### src/rtl/prof_consts.svh
// Mesh size, request widths and the print-stat address for the
// tile profiling subsystem.
`ifndef PROF_CONSTS_SVH
`define PROF_CONSTS_SVH

// Mesh geometry.
`define PROF_NUM_X            2
`define PROF_NUM_Y            2
`define PROF_NUM_TILES        (`PROF_NUM_X * `PROF_NUM_Y)

// Remote request fields.
`define PROF_ADDR_WIDTH       32
`define PROF_DATA_WIDTH       32

// Store to this address carries a print tag in its payload.
`define PROF_PRINT_STAT_ADDR  32'h0000_1D0C

// Coordinate and tile index widths.
`define PROF_X_WIDTH          1
`define PROF_Y_WIDTH          1
`define PROF_TILE_WIDTH       2

`endif

### src/rtl/prof_pkg.sv
// Shared width types for the profiling subsystem.
`default_nettype none

`include "prof_consts.svh"

package prof_pkg;

  // ------------------------------------------------------------------------
  // Mesh addressing
  // ------------------------------------------------------------------------
  typedef logic [`PROF_TILE_WIDTH-1:0] tile_id_t;  // Index of one tile.
  typedef logic [`PROF_X_WIDTH-1:0]    cord_x_t;   // Column in the mesh.
  typedef logic [`PROF_Y_WIDTH-1:0]    cord_y_t;   // Row in the mesh.

  // ------------------------------------------------------------------------
  // Profiling payloads
  // ------------------------------------------------------------------------
  // The tag is the payload of the print-stat store.
  typedef logic [`PROF_DATA_WIDTH-1:0] prof_tag_t;

  // Cycle, instruction and drop counts.
  typedef logic [31:0]                 prof_ctr_t;

endpackage

`default_nettype wire

### src/rtl/prof_req_decoder.sv
// Global cycle counter and per-tile detection of print-stat stores.
`timescale 1ns/1ps
`default_nettype none

`include "prof_consts.svh"

module prof_req_decoder
  import prof_pkg::*;
(
  input  logic                                        clk_i,
  input  logic                                        reset_i,
  input  logic                                        global_ctr_clear_i,
  input  logic [`PROF_NUM_TILES-1:0]                  req_v_i,
  input  logic [`PROF_NUM_TILES-1:0]                  req_yumi_i,
  input  logic [`PROF_NUM_TILES*`PROF_ADDR_WIDTH-1:0] req_addr_i,
  input  logic [`PROF_NUM_TILES*`PROF_DATA_WIDTH-1:0] req_payload_i,
  output logic [`PROF_NUM_TILES-1:0]                  print_v_o,
  output prof_tag_t [`PROF_NUM_TILES-1:0]             print_tag_o,
  output prof_ctr_t                                   global_ctr_o
);

  logic [`PROF_NUM_TILES-1:0]      fire;
  logic [`PROF_NUM_TILES-1:0]      print_v_r;
  prof_tag_t [`PROF_NUM_TILES-1:0] print_tag_r;
  prof_ctr_t                       global_ctr_r;

  // ------------------------------------------------------------------------
  // Global cycle counter
  // ------------------------------------------------------------------------
  always_ff @(posedge clk_i) begin
    if (reset_i || global_ctr_clear_i) begin
      global_ctr_r <= '0;
    end else begin
      global_ctr_r <= global_ctr_r + 32'd1;
    end
  end

  // ------------------------------------------------------------------------
  // Print-stat detection
  // ------------------------------------------------------------------------
  always_comb begin
    for (int i = 0; i < `PROF_NUM_TILES; i++) begin
      fire[i] = req_v_i[i] & req_yumi_i[i]  // Accepted by the network.
        & (req_addr_i[i*`PROF_ADDR_WIDTH +: `PROF_ADDR_WIDTH] == `PROF_PRINT_STAT_ADDR);
    end
  end

  always_ff @(posedge clk_i) begin
    if (reset_i) begin
      print_v_r <= '0;
    end else begin
      print_v_r <= fire;  // One-cycle strobe per accepted store.
    end
  end

  always_ff @(posedge clk_i) begin
    for (int i = 0; i < `PROF_NUM_TILES; i++) begin
      if (fire[i]) begin
        print_tag_r[i] <= req_payload_i[i*`PROF_DATA_WIDTH +: `PROF_DATA_WIDTH];
      end
    end
  end

  assign print_v_o    = print_v_r;
  assign print_tag_o  = print_tag_r;
  assign global_ctr_o = global_ctr_r;

endmodule

`default_nettype wire

### config.mk
export PLATFORM = sky130hd
export DESIGN_NAME = prof_req_decoder
export DESIGN_NICKNAME = d
export VERILOG_FILES = /design/src/rtl/prof_pkg.sv /design/src/rtl/prof_req_decoder.sv
export VERILOG_INCLUDE_DIRS = /design/src /design/src/rtl
export SDC_FILE = /design/constraint.sdc
export NUM_CORES = 1
export LEC_CHECK = 0
export ABC_AREA = 0
export BUFFER_PORTS_ARGS = -buffer_cell sky130_fd_sc_hd__buf_2
export CORE_AREA = 2 2 165 167
export DETAILED_ROUTE_END_ITERATION = 12
export DIE_AREA = 0 0 167 169
export PLACE_DENSITY_LB_ADDON = 0.15
export SLEW_MARGIN = 40
export SYNTH_ARGS = -nofsm -noshare
export SYNTH_HDL_FRONTEND = slang
export SYNTH_SLANG_ARGS = --single-unit
### constraint.sdc
create_clock -name clk_i -period 4 [get_ports clk_i]
set_clock_uncertainty 0.2 [all_clocks]
set_input_delay 0.8 -clock clk_i [delete_from_list [all_inputs] [get_ports clk_i]]
set_output_delay 0.8 -clock clk_i [all_outputs]
set_load 0.05 [all_outputs]
# Word-level counts from Yosys, hierarchy flattened
# Cells that the tools add are included.
totals:
  regBits: 164
  inputBits: 267
  output_inout_bits: 164
  word_cells: 20
op_classes:
  add_sub_neg: 1
  n_eq_ne: 4
  n_bitwise: 8
  n_reduce_logical: 1
ops:
  columns: ["op", "n"]
  rows:
  - ["$eq 32x13->1 const B", 4]
  - ["$add 32x1->32 const B", 1]
  - ["$and 1x1->1", 8]
  - ["$logic_or 1x1->1", 1]

# Longest topological paths before layout
logic_depth:
  depth_word: 2
  depth_mapped: 7
  depth_no_buf: 6

# Least setup slack after synthesis
# Ideal clock, no wire load.
synth_timing:
  path_kind: "in2reg"
  start: "input port req_addr_i[19]"
  end: "register print_tag_r (netlist bit print_tag_o[0]), enable pin"
  setup_time_ps: 461
  t_arrival_ps: 3438
  required_ps: 3339
  setup_slack_ps: -99
  cell_stages: 3
  path_buffers: 0
  cell_sequence: "nor4_1 > nand3_1 > nor3_1"
synth_between:
  elab_chain_len: 2
synth_lines:
  columns: ["element", "line", "text"]
  rows:
  - ["from (decl)", "prof_req_decoder.sv:15", "input logic [`PROF_NUM_TILES*`PROF_ADDR_WIDTH-1:0] req_addr_i,"]
  - ["$eq 32x13->1 (no source line)", null, null]
  - ["$and 1x1->1", "prof_req_decoder.sv:43", "fire[i] = req_v_i[i] & req_yumi_i[i]"]
  - ["net fire[0]", "prof_req_decoder.sv:22", "logic [`PROF_NUM_TILES-1:0] fire;"]
  - ["to (signal, indexed assignment)", "prof_req_decoder.sv:59", "print_tag_r[i] <= req_payload_i[i*`PROF_DATA_WIDTH +: `PROF_DATA_WIDTH];"]
  - ["to (decl)", "prof_req_decoder.sv:24", "prof_tag_t [`PROF_NUM_TILES-1:0] print_tag_r;"]
# The timed path passes the listed nets, and every way through them passes these cells.
# A chain may end at the register's enable or synchronous reset.

# Final worst setup path
layout_timing:
  start: "input port req_addr_i[19]"
  end: "register print_tag_r (netlist bit print_tag_o[31]), enable pin"
# The elaborated chain is that of the path after synthesis.

==> out/qor.yml <==
worst_setup_path:
  cp_max_fo: 32
  required_ns: 3.87
  end_kind: "flop"
  start_kind: "primary input"
  criticalPathCategory: "primary input to flop"
  critPathArrivalTime_ns: 2.30
final_layout:
  fillers: 2729
  area_growth_pct: 57.5
  finalNetCount: 1065
  seqCellArea_mm2: 0.00456
  fin_area_mm2: 0.00899
  drive_gt1_share_pct: 58.5
  multi_input_area_mm2: 0.00112
detailed_routing:
  drc: 0
  via_per_inst: 4.10
  vias: 4725
  first_pass_iters: 4
  ant_nets: 0
  drt-total-wl_um: 20900
  drt-initial-drc-count: 251
  post_drt_wl_per_cell_um: 18.1
logic_synthesis:
  ys_types: 28
  ys_ff_latch: 164
  synth_nets: 619
  synth_area_mm2: 0.00571
  yosysSeqAreaShare_pct: 80.0
  syn_area_per_cell_um2: 16.3
  syn_inst: 351
  yosysWarnings: 0
pwr:
  powerDensity_mw_per_mm2: 426
  finalPower_w: 0.00383
  ir_drop_v: 0.000220
  p_leak_nw: 3.80
floorplan:
  coreArea_mm2: 0.0265
  fp.dieArea_mm2: 0.0282
  die_height_um: 169
  pin_count: 431
  die_w_um: 167
  initial_core_util_pct: 21.5
  num_rows: 60
clock_network:
  clockBufferDepth: 2
  hold_buffers: 0
  post-cts-setup-buffers: 0
  cts.sinks: 164
  root_buffer: "clkbuf_16"
  clk_latency_ns: 0.42
  h-tree-depth: 4
  cts_resized: 0
  clk_pin_slew_ns: 0.07
  cts_tree: "done"
  tritoncts.num_buffers: 17
hold_path:
  hold_path_class: "flop to flop"
sta:
  rsz0062_at_grt: "no"
  hold_viol: 0
  tns_ns: 0
  setup_ws_ns: 1.57
  max_freq_mhz: 412
  setup_viol: 0
  max_slew_margin_pct: 55.4
  slew_violations: 0
  worstMarginPinSlew_ns: 0.669
  min_period_ns: 2.43
  hold_ws_ns: 0.287
  period_share_pct: 60.6
placement:
  io_buffers: 430
  hpwl_um: 16900
  pre_cts_ws_ns: 1.14
  placed_cell_area_mm2: 0.00833
  gp_congestion: 0.739
grt:
  antenna_found_initial: 3
  overflow: 0
  grt_pass1_wl_um: 29500
  grt_usage_pct: 14.3
  grt_pass1_vias: 4710
  grt_max_degree: 33
status:
  outcome: "completed"
job:
  cap_violations: 0
[critical path: stages]
cell and delay [ns]:
buf_2 0.10, nor4_1 0.54, nand3_1 0.25, nor3_4 0.20
buf_4 0.40
[registers in the layout, summed over array words and instances (netlist names)]
register / cells
global_ctr_o: 32
print_v_o: 4
print_tag_o: 128
[layer usage]
metal / global-route usage [%] / up-vias / wire, um
met3: 5.03 / 12 / 1720
li1: - / 2250 / -
met1: 17.0 / 2229 / 8280
met4: 3.04 / 2 / 131
met2: 25.1 / 232 / 10800
met5: 0 / - / 12
[per-stage QoR]
step / utilization (%) / cells
finish: 33.9 / 1153
global route: 33.9 / 1151
CTS: 33.9 / 1151
detailed placement: 31.4 / 1119
global placement: 31.4 / 1119
floorplan: - / 351
[synth_stat cells (all sizes together)]
cell type	number	share of area, %
xor2	6	0.92
dfxtp	36	13
nand3	14	1.2
o21ai	7	0.61
nor3	9	0.79
or2	3	0.33
nand4bb	1	0.20
nor4bb	8	1.4
clkbuf	7	0.46
edfxtp	128	67
nand4	10	1.1
and3	2	0.22
or3	8	0.96
a21oi	7	0.61
nor4b	2	0.31
nand2	8	0.53
and4	2	0.31
and4b	4	0.70
nor4	28	3.1
xnor2	17	2.6
inv	6	0.39
nand3b	4	0.53
buf	2	0.39
and2	2	0.22
ha	1	0.22
nor2	29	1.9
[cells in the final DEF (no fill, tap or decap), types with 8 or more instances in the layout]
master and count:
buf_2 430, edfxtp_1 128, dfxtp_1 36, nor2_1 29, nor4_1 28, xnor2_1 17, clkbuf_16 17, nand3_1 14
nand4_1 10, nor4bb_1 8, nand2_1 8
[path summary, 6_finish.rpt]
| path | startpoint | end | slack, ns | depth (start not counted) |
|---|---|---|---|---|
| setup / recovery | req_addr_i[19] | print_tag_o[31] | 1.57 | 5 |
| hold / removal | global_ctr_o[0] | global_ctr_o[0] | 0.29 | 1 |
| setup reg to reg | global_ctr_o[0] | global_ctr_o[26] | 1.71 | 5 |
| hold reg to reg | global_ctr_o[0] | global_ctr_o[0] | 0.29 | 1 |
[layout make-up]
cell class                      count  area share (%)
Clock inverter                     13            2.38
Inverter                            6           0.251
Tap cell                          341            4.75
Sequential cell                   164            50.8
Multi-Input combinational cell    172            12.4
Clock buffer                       19            4.93
Timing Repair Buffer              436            24.4
Antenna cell                        2          0.0557
[cells by family after synthesis]
kind of cell | Yosys count | share of synthesized area [%]
adder cells (fa/ha/maj) | 1 | 0.219
AND/OR/NAND/NOR | 134 | 13.8
XOR/XNOR | 23 | 3.53
flip-flops | 164 | 80.0
buffers and inverters | 15 | 1.25
AO/OA/AOI/OAI | 14 | 1.23
[power by group]
part	switching, W	internal, W	total (W)
clock	0.000749	0.00109	0.00184
sequential	0.00000124	0.00183	0.00183
combinational	0.0000572	0.0000985	0.000156
total	0.000808	0.00302	0.00383
(Power assumes the default switching activity.)
