### config.mk
export PLATFORM = sky130hd
export DESIGN_NAME = tile_profiler
export DESIGN_NICKNAME = d
export VERILOG_FILES = /design/src/rtl/prof_pkg.sv /design/src/rtl/tile_profiler.sv
export VERILOG_INCLUDE_DIRS = /design/src /design/src/rtl
export SDC_FILE = /design/constraint.sdc
export NUM_CORES = 1
export LEC_CHECK = 0
export BUFFER_PORTS_ARGS = -buffer_cell sky130_fd_sc_hd__buf_4
export CAP_MARGIN = 20
export CORE_MARGIN = 2
export CORE_UTILIZATION = 25
export DETAILED_ROUTE_END_ITERATION = 10
export GPL_ROUTABILITY_DRIVEN = 0
export GPL_TIMING_DRIVEN = 0
export PLACE_DENSITY = 0.52
export RECOVER_POWER = 100
export SYNTH_ARGS = -nofsm -noshare
export SYNTH_HDL_FRONTEND = slang
export SYNTH_SLANG_ARGS = --single-unit
### constraint.sdc
create_clock -name clk_i -period 7.4 [get_ports clk_i]
set_input_delay 0.37 -clock clk_i [delete_from_list [all_inputs] [get_ports clk_i]]
set_output_delay 0.37 -clock clk_i [all_outputs]
set_load 0.03 [all_outputs]
### src/rtl/prof_consts.svh
// Mesh size, request widths and the print-stat address for the
// tile profiling subsystem.
`ifndef PROF_CONSTS_SVH
`define PROF_CONSTS_SVH

// Mesh geometry.
`define PROF_NUM_X            2
`define PROF_NUM_Y            2
`define PROF_NUM_TILES        (`PROF_NUM_X * `PROF_NUM_Y)

// Remote request fields.
`define PROF_ADDR_WIDTH       32
`define PROF_DATA_WIDTH       32

// Store to this address carries a print tag in its payload.
`define PROF_PRINT_STAT_ADDR  32'h0000_1D0C

// Coordinate and tile index widths.
`define PROF_X_WIDTH          1
`define PROF_Y_WIDTH          1
`define PROF_TILE_WIDTH       2

`endif

### src/rtl/prof_pkg.sv
// Shared width types for the profiling subsystem.
`default_nettype none

`include "prof_consts.svh"

package prof_pkg;

  // ------------------------------------------------------------------------
  // Mesh addressing
  // ------------------------------------------------------------------------
  typedef logic [`PROF_TILE_WIDTH-1:0] tile_id_t;  // Index of one tile.
  typedef logic [`PROF_X_WIDTH-1:0]    cord_x_t;   // Column in the mesh.
  typedef logic [`PROF_Y_WIDTH-1:0]    cord_y_t;   // Row in the mesh.

  // ------------------------------------------------------------------------
  // Profiling payloads
  // ------------------------------------------------------------------------
  // The tag is the payload of the print-stat store.
  typedef logic [`PROF_DATA_WIDTH-1:0] prof_tag_t;

  // Cycle, instruction and drop counts.
  typedef logic [31:0]                 prof_ctr_t;

endpackage

`default_nettype wire

### src/rtl/tile_profiler.sv
// Per-tile cycle and commit counters, stall-gated print tag pipeline
// and the pending snapshot record.
`timescale 1ns/1ps
`default_nettype none

`include "prof_consts.svh"

module tile_profiler
  import prof_pkg::*;
#(
  parameter int TILE_ID = 0
) (
  input  logic        clk_i,
  input  logic        reset_i,
  input  logic        stall_i,
  input  logic        stall_depend_i,
  input  logic        flush_i,
  input  logic [31:0] id_instr_i,
  input  logic        id_icache_miss_i,
  input  logic        print_v_i,
  input  prof_tag_t   print_tag_i,
  input  prof_ctr_t   global_ctr_i,
  input  logic        ack_i,
  output logic        pend_o,
  output cord_x_t     rec_x_o,
  output cord_y_t     rec_y_o,
  output prof_tag_t   rec_tag_o,
  output prof_ctr_t   rec_global_ctr_o,
  output prof_ctr_t   rec_total_cycle_o,
  output prof_ctr_t   rec_instr_o,
  output prof_ctr_t   rec_dropped_o
);

  localparam cord_x_t MY_X = cord_x_t'(TILE_ID % `PROF_NUM_X);
  localparam cord_y_t MY_Y = cord_y_t'(TILE_ID / `PROF_NUM_X);

  logic      instr_committed;
  prof_ctr_t total_cycle_r;
  prof_ctr_t instr_r;

  logic      exe_v;
  logic      exe_r;
  logic      mem_r;
  logic      wb_r;
  prof_tag_t exe_tag;
  prof_tag_t exe_tag_r;
  prof_tag_t mem_tag_r;
  prof_tag_t wb_tag_r;
  logic      print_now;

  logic      pend_r;
  prof_tag_t hold_tag_r;
  prof_ctr_t hold_global_ctr_r;
  prof_ctr_t hold_total_cycle_r;
  prof_ctr_t hold_instr_r;
  prof_ctr_t dropped_r;

  // ------------------------------------------------------------------------
  // Counters
  // ------------------------------------------------------------------------
  assign instr_committed = ~stall_i & ~stall_depend_i & ~flush_i
    & (id_instr_i != 32'd0) & ~id_icache_miss_i;

  always_ff @(posedge clk_i) begin
    if (reset_i) begin
      total_cycle_r <= '0;
      instr_r       <= '0;
    end else begin
      total_cycle_r <= total_cycle_r + 32'd1;
      if (instr_committed) begin
        instr_r <= instr_r + 32'd1;
      end
    end
  end

  // ------------------------------------------------------------------------
  // Tag pipeline, exe to mem to wb
  // ------------------------------------------------------------------------
  // The strobe itself is the exe stage; exe_r keeps it across stalls.
  assign exe_v   = print_v_i | exe_r;
  assign exe_tag = print_v_i ? print_tag_i : exe_tag_r;

  always_ff @(posedge clk_i) begin
    if (reset_i) begin
      exe_r <= 1'b0;
      mem_r <= 1'b0;
      wb_r  <= 1'b0;
    end else begin
      exe_r <= exe_v & stall_i;
      if (!stall_i) begin
        mem_r <= exe_v;
        wb_r  <= mem_r;
      end
    end
  end

  always_ff @(posedge clk_i) begin
    if (print_v_i) exe_tag_r <= print_tag_i;
    if (!stall_i && exe_v) mem_tag_r <= exe_tag;
    if (!stall_i && mem_r) wb_tag_r <= mem_tag_r;
  end

  assign print_now = wb_r & ~stall_i;

  // ------------------------------------------------------------------------
  // Holding register
  // ------------------------------------------------------------------------
  always_ff @(posedge clk_i) begin
    if (reset_i) begin
      pend_r    <= 1'b0;
      dropped_r <= '0;
    end else if (print_now) begin
      pend_r <= 1'b1;
      if (pend_r && !ack_i) begin
        dropped_r <= dropped_r + 32'd1;  // Unread record is overwritten.
      end else begin
        dropped_r <= '0;
      end
    end else if (ack_i) begin
      pend_r    <= 1'b0;
      dropped_r <= '0;
    end
  end

  always_ff @(posedge clk_i) begin
    if (print_now) begin
      hold_tag_r         <= wb_tag_r;
      hold_global_ctr_r  <= global_ctr_i;
      hold_total_cycle_r <= total_cycle_r;  // Before this cycle's increment.
      hold_instr_r       <= instr_r;
    end
  end

  assign pend_o            = pend_r;
  assign rec_x_o           = MY_X;
  assign rec_y_o           = MY_Y;
  assign rec_tag_o         = hold_tag_r;
  assign rec_global_ctr_o  = hold_global_ctr_r;
  assign rec_total_cycle_o = hold_total_cycle_r;
  assign rec_instr_o       = hold_instr_r;
  assign rec_dropped_o     = dropped_r;

endmodule

`default_nettype wire

Word-level counts from Yosys, hierarchy flattened --
Cells that the tools add are included.
Cells by class: add/sub/neg operators 3, multiplexer cells 6, bitwise gates (word level) 11, reduce and logical (&&, ||, !) cells 7
Operators with widths (number):
- 32-bit two-way mux | 4
- 32-bit by 1-bit adder with 32-bit output, second input constant | 3
- 32-bit nonzero test | 1
- 1-bit bitwise AND | 6
- 1-bit NOT | 4
- 1-bit logical AND | 3
- 1-bit zero test | 2
- 1-bit two-way mux | 2
- 2-bit nonzero test | 1
- 1-bit bitwise OR | 1
Word-level totals: register bits 324, input bits 104, output and inout bits 163, logic and storage cells 41

Logic depth before layout (Yosys ltp) --
Gate-level depths: netlist (run 1).
depth after elaboration 5, depth in mapped cells 7, gate-level depth less buffers 6

Worst setup path after synthesis (run 1) --
OpenSTA, ideal clock, no wires.
kind in2reg, start input stall_i, end register dropped_r[6], in the netlist rec_dropped_o[6], setup time 0.132 ns, arrival time 3.702 ns, required time 7.268 ns, setup slack 3.566 ns, stages on the path 5, path buffers 0, cell sequence nand2b_1 inv_1 nor2_1 o21ai_0 a21oi_1
Between the ends: word-level cells in the longest chain between the ends 3, elaborated cells between the ends (all ways) 4, those cells by class 1 x mux; 2 x bitwise; 1 x reduce/logical
Ends and longest elaborated chain:
- from (decl) | line tile_profiler.sv:15 | input logic stall_i,
- 1-bit NOT * | line tile_profiler.sv:103 | assign print_now = wb_r & ~stall_i;
- 1-bit bitwise AND * | line tile_profiler.sv:103
- net print_now | line tile_profiler.sv:49 | logic print_now;
- 32-bit two-way mux / 2-bit nonzero test (equally long branches)
- to (signal assigned) | line tile_profiler.sv:115 | dropped_r <= dropped_r + 32'd1;
- to (decl) | line tile_profiler.sv:56 | prof_ctr_t dropped_r;
The timed path passes the listed nets; every way through them passes the cells marked *. A chain may end at the register's enable or synchronous reset.

Worst setup path in the final report (run 1) --
start register instr_r[3], end register instr_r[31]
Between the ends: word-level cells in the longest chain between the ends 1
Ends and longest elaborated chain:
- from (decl) | line tile_profiler.sv:39 | prof_ctr_t instr_r;
- from (signal assigned) | line tile_profiler.sv:71 | instr_r <= instr_r + 32'd1;
- 32-bit by 1-bit adder with 32-bit output | line tile_profiler.sv:71
Every way passes these cells.

==> run_results.csv, run 1 <==
group,metric,value,unit
worst_setup_path,crit_required,7.83,ns
grt,grt-ovfl-total,0,
clocking,numCtsBuffers,38,
finish,drive_gt1_share,16.4,%
placed_design,hpwl,20200,um
clocking,cts_sinks,324,
placed_design,postPlaceCellArea,14500,um2
timing,worstMarginPinSlew,1.78,ns
timing,clock_skew,0.0193,ns
yosys,yosys_warnings,0,
yosys,synth-edff-count,192,
floorplan,fp.dieW,220,um
pwr,seqPwrFrac,49.0,%
yosys,ys.flop_type,"edfxtp_1",
routing,via_per_inst,4.38,
pwr,p_sw_share,21.2,%
routing,routed_wl,29000,um
finish,area_growth,31.4,%
job,cap_violations,2,
worst_setup_path,setup.worst_path.start,"instr_r[3]$_SDFFE_PP0P_",
placed_design,port_buffers,263,
yosys,ys_ff_latch,324,
timing,setup_tns,0,ns
floorplan,rows,79,
pwr,power_frac_comb,3.8,%
clocking,cts_tree,"built",
min_path,hp-class,"input pin to flip-flop",
finish,multi_input_area,2960,um2
pwr,p_int,3.17,mW
pwr,p_leak,5.06,nW
yosys,netlist_instances,831,
yosys,syn_area,11600,um2
worst_setup_path,crit_path_end,"instr_r[31]$_SDFFE_PP0P_",
timing,min_period,3.09,ns
routing,route.detailed.drc,0,
worst_setup_path,reg2reg_to,"instr_r[31]$_SDFFE_PP0P_",
finish,fillers,4749,
yosys,async_flop_share,0,%
routing,dr.pass1.iters,4,
worst_setup_path,cp.arrival,3.52,ns
floorplan,initial_utilization,25.2,%
clocking,clk_pin_slew,0.06,ns
pwr,switchingPower,0.854,mW
timing,fmax,0.324,GHz
pwr,p_clk_share,47.2,%
floorplan,die_h,220,um
clocking,clockBufferDepth,3,
routing,drtIter0Drc,363,
timing,slew_headroom,-19.8,%
timing,rsz0062_at_grt,"false",
min_path,worstHoldPathCells,2,
grt,grt_usage,11.8,%
yosys,ys_types,60,
clocking,h-tree-depth,2,
yosys,postSynthAreaPerCell,14.0,um2
grt,grt_pass1_vias,7850,
run_status,status,"finished, violations left",
worst_setup_path,start_kind,"flip-flop",
worst_setup_path,reg2reg_slack,4.31,ns
finish,postLayoutCellArea,15300,um2
worst_setup_path,reg2reg_from,"instr_r[3]$_SDFFE_PP0P_",
yosys,ys_seq_area_share,72.2,%
worst_setup_path,ff2ff_path_depth,5,
floorplan,die-area,48300,um2
timing,hold_violations,0,
grt,antenna_found_initial,1,
finish,regArea,8410,um2
grt,grt_max_degree,71,
finish,nets,1277,
pwr,p_total,4.02,mW
clocking,holdBufCountCts,32,
clocking,cts_setup_buffers,0,
clocking,clk_latency,0.55,ns
floorplan,ioPinCount,267,
timing,whs,0.0541,ns
pwr,peakVddDrop,0.000193,V
grt,grt_pass1_wl,44100,um
clocking,clockRootBuffer,"clkbuf_16",
run_status,violations,"capacitance limit, slew limit",
worst_setup_path,endpoint_kind,"flip-flop",
routing,ant_nets,0,
timing,finalSetupViolCount,0,
pwr,p_per_area,263,nW/um2
floorplan,fp.coreArea,46300,um2
timing,post-route-period-util,41.8,%
routing,avgRoutedWirePerCell,16.0,um
routing,vias,7923,
worst_setup_path,crit_fanout,8,
worst_setup_path,crit_type,"flip-flop to flip-flop",
clocking,postCtsResizedCells,0,
timing,report.final.slew_viol_count,41,
worst min path at each step:
stage	from	to	slack, ns
final	print_tag_i[30]	exe_tag_r[30]$_DFF_P_	0.05
after global routing	print_tag_i[1]	exe_tag_r[1]$_DFF_P_	0.04
after CTS	print_tag_i[24]	exe_tag_r[24]$_DFF_P_	0.02
after detailed placement	wb_tag_r[23]$_DFFE_PP_	rec_tag_o[23]$_DFFE_PP_	0.40
after global placement	mem_tag_r[11]$_DFFE_PP_	wb_tag_r[11]$_DFFE_PP_	0.40
after floorplan	wb_tag_r[0]$_DFFE_PP_	rec_tag_o[0]$_DFFE_PP_	0.40
cell type report:
class | count | area share, %
tap | 607 | 4.96
antenna | 1 | 0.0164
inverter | 11 | 0.303
clock inverter | 20 | 1.60
multi-input combinational | 466 | 19.4
sequential | 324 | 54.9
timing repair buffer | 298 | 11.3
buffer | 31 | 0.818
clock buffer | 49 | 6.75
per-stage QoR:
| stage | worst slack (ns) | utilization [%] | cells |
|---|---|---|---|
| after floorplan | 3.57 | - | 832 |
| after global placement | 1.05 | 31.1 | 1702 |
| after detailed placement | 4.91 | 31.3 | 1705 |
| after CTS | 4.97 | 34.7 | 1806 |
| after global routing | 4.10 | 33.1 | 1806 |
| final | 4.31 | 33.1 | 1807 |
layer usage:
layer / up-vias / part of all wire, % / GRT usage (%)
li1: 3834 / - / -
met1: 3771 / 42 / 13.7
met2: 269 / 46 / 19.1
met3: 49 / 11 / 5.31
met4: 0 / 2.2 / 4.21
met5: - / 0 / 0
logic make-up (layout without fill, tap and decap cells):
| family | after synthesis | in the layout | synth area share (%) |
|---|---|---|---|
| flip-flops | 324 | 324 | 72.2 |
| AND/OR/NAND/NOR | 263 | 263 | 12.7 |
| AO/OA/AOI/OAI | 119 | 119 | 6.65 |
| XOR/XNOR | 45 | 45 | 3.38 |
| buffers and inverters | 42 | 409 | 1.45 |
| multiplexers | 34 | 34 | 3.28 |
| adder cells (fa/ha/maj) | 3 | 3 | 0.322 |
| other | 1 | 3 | 0.0322 |
cell usage in the layout (no fill, tap or decap), types with 32 or more instances in the layout:
cell	Yosys	final
nand2_1	41	41
o21ai_0	32	33
edfxtp_1	192	192
a21oi_1	34	34
dfxtp_1	132	132
clkbuf_1	23	199
clkbuf_4	0	33
buf_4	2	70
xor2_1	39	39
nor2_1	76	76
clkbuf_16	0	39
dlygate4sd3_1	0	32
power by group through the flow:
| stage | logic (mW) | clock network, mW | registers [mW] |
|---|---|---|---|
| 4_1_cts | 0.169 | 1.97 | 1.97 |
| 3_3_place_gp | 0.148 | 0 | 2.01 |
| 5_1_grt | 0.166 | 2.03 | 1.97 |
| 3_5_place_dp | 0.155 | 0 | 2.01 |
| 6_report | 0.151 | 1.90 | 1.97 |
| 2_1_floorplan | 0.0510 | 0 | 2.03 |
registers in the layout, summed over array words and instances, names as in the netlist:
name,flops
exe_tag_r,32
instr_r,32
mem_tag_r,32
rec_dropped_o,32
rec_global_ctr_o,32
rec_instr_o,32
rec_tag_o,32
rec_total_cycle_o,32
total_cycle_r,32
wb_tag_r,32
exe_r,1
mem_r,1
pend_o,1
wb_r,1
worst max-delay path, stage by stage, from the launching register on:
cell       delay [ns]
dfxtp_1          0.47
nand4_1          0.24
nor4_1           1.05
o2111ai_1        0.55
nor3_1           0.32
mux2_1           0.35
cells in the mapped netlist, drive strengths merged (3+ instances only):
cell / count / share of area [%]
a311oi: 4 / 0.30
and4: 8 / 0.61
buf: 8 / 0.35
nor2b: 3 / 0.16
and2: 5 / 0.27
xnor2: 6 / 0.45
nand3: 31 / 1.3
nor3: 4 / 0.17
nand4: 26 / 1.6
clkbuf: 23 / 0.74
inv: 11 / 0.35
o21ai: 33 / 1.4
ha: 3 / 0.32
xor2: 39 / 2.9
nor2: 76 / 2.4
nand2b: 4 / 0.21
o311ai: 3 / 0.23
o41ai: 4 / 0.30
o2111ai: 7 / 0.68
a31oi: 6 / 0.32
nor4: 20 / 1.7
or3: 12 / 0.64
a21oi: 34 / 1.5
dfxtp: 132 / 23
o31ai: 7 / 0.45
edfxtp: 192 / 49
or4: 9 / 0.58
o211ai: 11 / 0.79
nand2: 42 / 1.4
and3: 11 / 0.60
mux2: 33 / 3.2
Note: power is estimated with default switching activity, not from simulation.
==> run 2: changes to the inputs <==
Settings changed: ABC_AREA set to 1, PLACE_DENSITY 0.52 to 0.53.
Clock period 7.4 ns to 2.7 ns, I/O delays scaled along.
==> run 2 against run 1 <==
Against the previous run:
- the run now ends clean
- synthesized area rose by 12%
- final area increased by 13%
- synthesized cell count grew 56%
- final cell count grew 32%
- clock skew fell by 0.0045 ns
- register-to-register slack lost 3.8 ns
- sequential power increased to 2.7 times the previous value
- largest cell class unchanged
- largest power group unchanged
==> run_results.csv, run 2 <==
group,metric,value,unit
run_status,status,"complete, no violations",
grt,grt_usage,13.0,%
clocking,cts_sinks,324,
worst_setup_path,max_stage_delay,0.42,ns
worst_setup_path,endpoint_kind,"flip-flop",
finish,layout.cells.most_common,"nand2_1",
grt,grt_pass1_vias,10200,
clocking,clk_latency,0.54,ns
clocking,clk_pin_slew,0.06,ns
pwr,p_int,8.70,mW
floorplan,die_h,232,um
timing,finalSetupViolCount,0,
worst_setup_path,cp.arrival,2.63,ns
floorplan,fp.coreArea,51500,um2
worst_setup_path,path_buf_inv,0,
timing,post-route-period-util,81.1,%
worst_setup_path,crit_fanout,6,
clocking,clockBufferDepth,3,
worst_setup_path,cp_top_family,"simple AND/OR/NAND/NOR gates",
pwr,p_per_area,645,nW/um2
yosys,synth-edff-count,192,
placed_design,hpwl,25700,um
routing,drtIter0Drc,641,
clocking,cts_tree,"built",
routing,wl_met3,2790,um
clocking,clockRootBuffer,"clkbuf_16",
yosys,ys_types,41,
yosys,synth_compound_area_share,4.54,%
finish,postLayoutCellArea,17200,um2
min_path,hp-class,"input pin to flip-flop",
finish,nets,1776,
clocking,holdBufCountCts,66,
yosys,ys_ff_latch,324,
finish,diodes,0,
yosys,synth_top_family_by_area,"simple AND/OR/NAND/NOR gates",
yosys,synth.area.top_cells,"edfxtp_1 (44%), dfxtp_1 (20%), nand2_1 (10%), nor2_1 (4.4%), a21oi_1 (2.9%)",
finish,final_cell_mix,"nand2_1 (355), edfxtp_1 (192), clkbuf_1 (189)",
yosys,yosysTopAreaCell,"edfxtp_1",
yosys,ys.flop_type,"edfxtp_1",
yosys,synth_fa_ha_area_share,0.288,%
clocking,postCtsResizedCells,0,
timing,min_period,2.19,ns
routing,highest_layer,"met4",
timing,slew_headroom,42.1,%
yosys,synth-simple-area-share,22.8,%
job,cap_violations,0,
routing,vias,10100,
grt,grt_max_degree,34,
placed_design,port_buffers,262,
placed_design,postPlaceCellArea,16000,um2
clocking,cts_setup_buffers,0,
timing,fmax,0.456,GHz
clocking,h-tree-depth,2,
pwr,power_frac_comb,4.3,%
routing,dr.pass1.iters,5,
pwr,p_clk_share,47.2,%
worst_setup_path,start_kind,"flip-flop",
floorplan,fp.dieW,232,um
grt,grt-ovfl-total,0,
floorplan,rows,83,
worst_setup_path,cp_slowest_cell,"dfxtp_1",
routing,ant_nets,0,
routing,wl_met1,15100,um
finish,area_growth,32.1,%
clocking,numCtsBuffers,38,
pwr,p_leak,5.80,nW
yosys,synth-xor-area-share,1.07,%
yosys,postSynthAreaPerCell,10.1,um2
timing,hold_violations,0,
worst_setup_path,crit_chain,"ha_1 -> nand2_1 -> nor2_1 -> nand2_1 -> nor2_1 -> and2_0 -> nand3_1 -> nand2_1 -> nor2_1",
pwr,peakVddDrop,0.000514,V
grt,grt_pass1_wl,55200,um
yosys,ys_seq_area_share,64.4,%
timing,worstMarginPinSlew,0.868,ns
routing,dr_wl_met2,16300,um
yosys,synth_most_common_cell,"nand2_1",
finish,drive_gt1_share,14.3,%
timing,clock_skew,0.0147,ns
routing,via_per_inst,4.26,
timing,rsz0062_at_grt,"false",
yosys,syn_area,13100,um2
floorplan,ioPinCount,267,
yosys,async_flop_share,0,%
routing,routed_wl,35300,um
timing,report.final.slew_viol_count,0,
pwr,switchingPower,2.42,mW
yosys,muxShareOfSynthArea,2.76,%
routing,avgRoutedWirePerCell,14.8,um
yosys,synth.top_cell.area_share,44.2,%
yosys,netlist_instances,1293,
worst_setup_path,crit_required,3.14,ns
yosys,synth_common_cells,"nand2_1 (352), edfxtp_1 (192), nor2_1 (154)",
routing,route.detailed.drc,0,
finish,postLayoutCoreUtil,33.5,%
floorplan,die-area,54000,um2
floorplan,initial_utilization,25.3,%
grt,antenna_found_initial,0,
pwr,p_sw_share,21.7,%
yosys,yosys_warnings,0,
worst_setup_path,crit_type,"flip-flop to flip-flop",
pwr,seqPwrFrac,48.6,%
==> run 2: cell types whose count changed after synthesis, moves of 16 or more <==
cell | before | now
xor2_1 | 39 | 9
nand2_1 | 41 | 352
nor2_1 | 76 | 154
nor2_2 | 0 | 16
nand3_1 | 31 | 68
a21oi_1 | 34 | 75
inv_1 | 11 | 93
==> run 2: final timing paths <==
path	start	to	slack, ns	depth (start not counted)
min reg2reg	mem_tag_r[14]$_DFFE_PP_	wb_tag_r[14]$_DFFE_PP_	0.41	0
max	total_cycle_r[0]$_SDFF_PP0_	total_cycle_r[18]$_SDFF_PP0_	0.51	9
min	print_v_i	exe_r$_SDFF_PP0_	0.17	3
max reg2reg	total_cycle_r[0]$_SDFF_PP0_	total_cycle_r[18]$_SDFF_PP0_	0.51	9
==> run 2: layout make-up <==
class	count	area (um2)
buffer	29	121
clock buffer	45	1020
clock inverter	25	263
fill	5406	34300
inverter	104	390
multi-input combinational	837	4060
sequential	324	8410
tap	680	851
timing repair buffer	335	2130
==> run 2: metrics by stage <==
stage	std cells	hold slack [ns]	setup WS, ns	power (mW)	setup TNS, ns
3_5_place_dp	2243	0.315	0.654	5.96	0
2_1_floorplan	1294	0.234	0.0296	5.71	0
6_report	2379	0.167	0.509	11.1	0
3_3_place_gp	2236	0.313	-1.01	5.93	-165.46
5_1_grt	2379	0.177	0.283	11.5	0
4_1_cts	2379	0.147	0.627	11.4	0
==> run 2: cell families after synthesis <==
group | after synthesis
buf+inv | 133
other cells | 1
xor+xnor | 16
compound gates | 112
fa+ha+maj | 3
flops | 324
mux | 32
simple gates | 672
==> run 2: metal layers <==
layer | track usage [%] | up-vias
li1 | - | 5062
met1 | 15.8 | 4733
met2 | 21.7 | 279
met3 | 4.13 | 70
met4 | 4.70 | 0
met5 | 0 | -
==> run 2: tightest hold or removal path, cell delays in order <==
cell	delay [ns]
clkbuf_1	0.24
nor2_1	0.22
nor2_1	0.06
==> run 2: power groups by stage <==
stage / Clock, mW / Sequential, mW / Combinational [mW]
3_3_place_gp: 0 / 5.51 / 0.420
4_1_cts: 5.43 / 5.40 / 0.527
2_1_floorplan: 0 / 5.55 / 0.157
5_1_grt: 5.59 / 5.41 / 0.519
3_5_place_dp: 0 / 5.51 / 0.449
6_report: 5.25 / 5.40 / 0.474
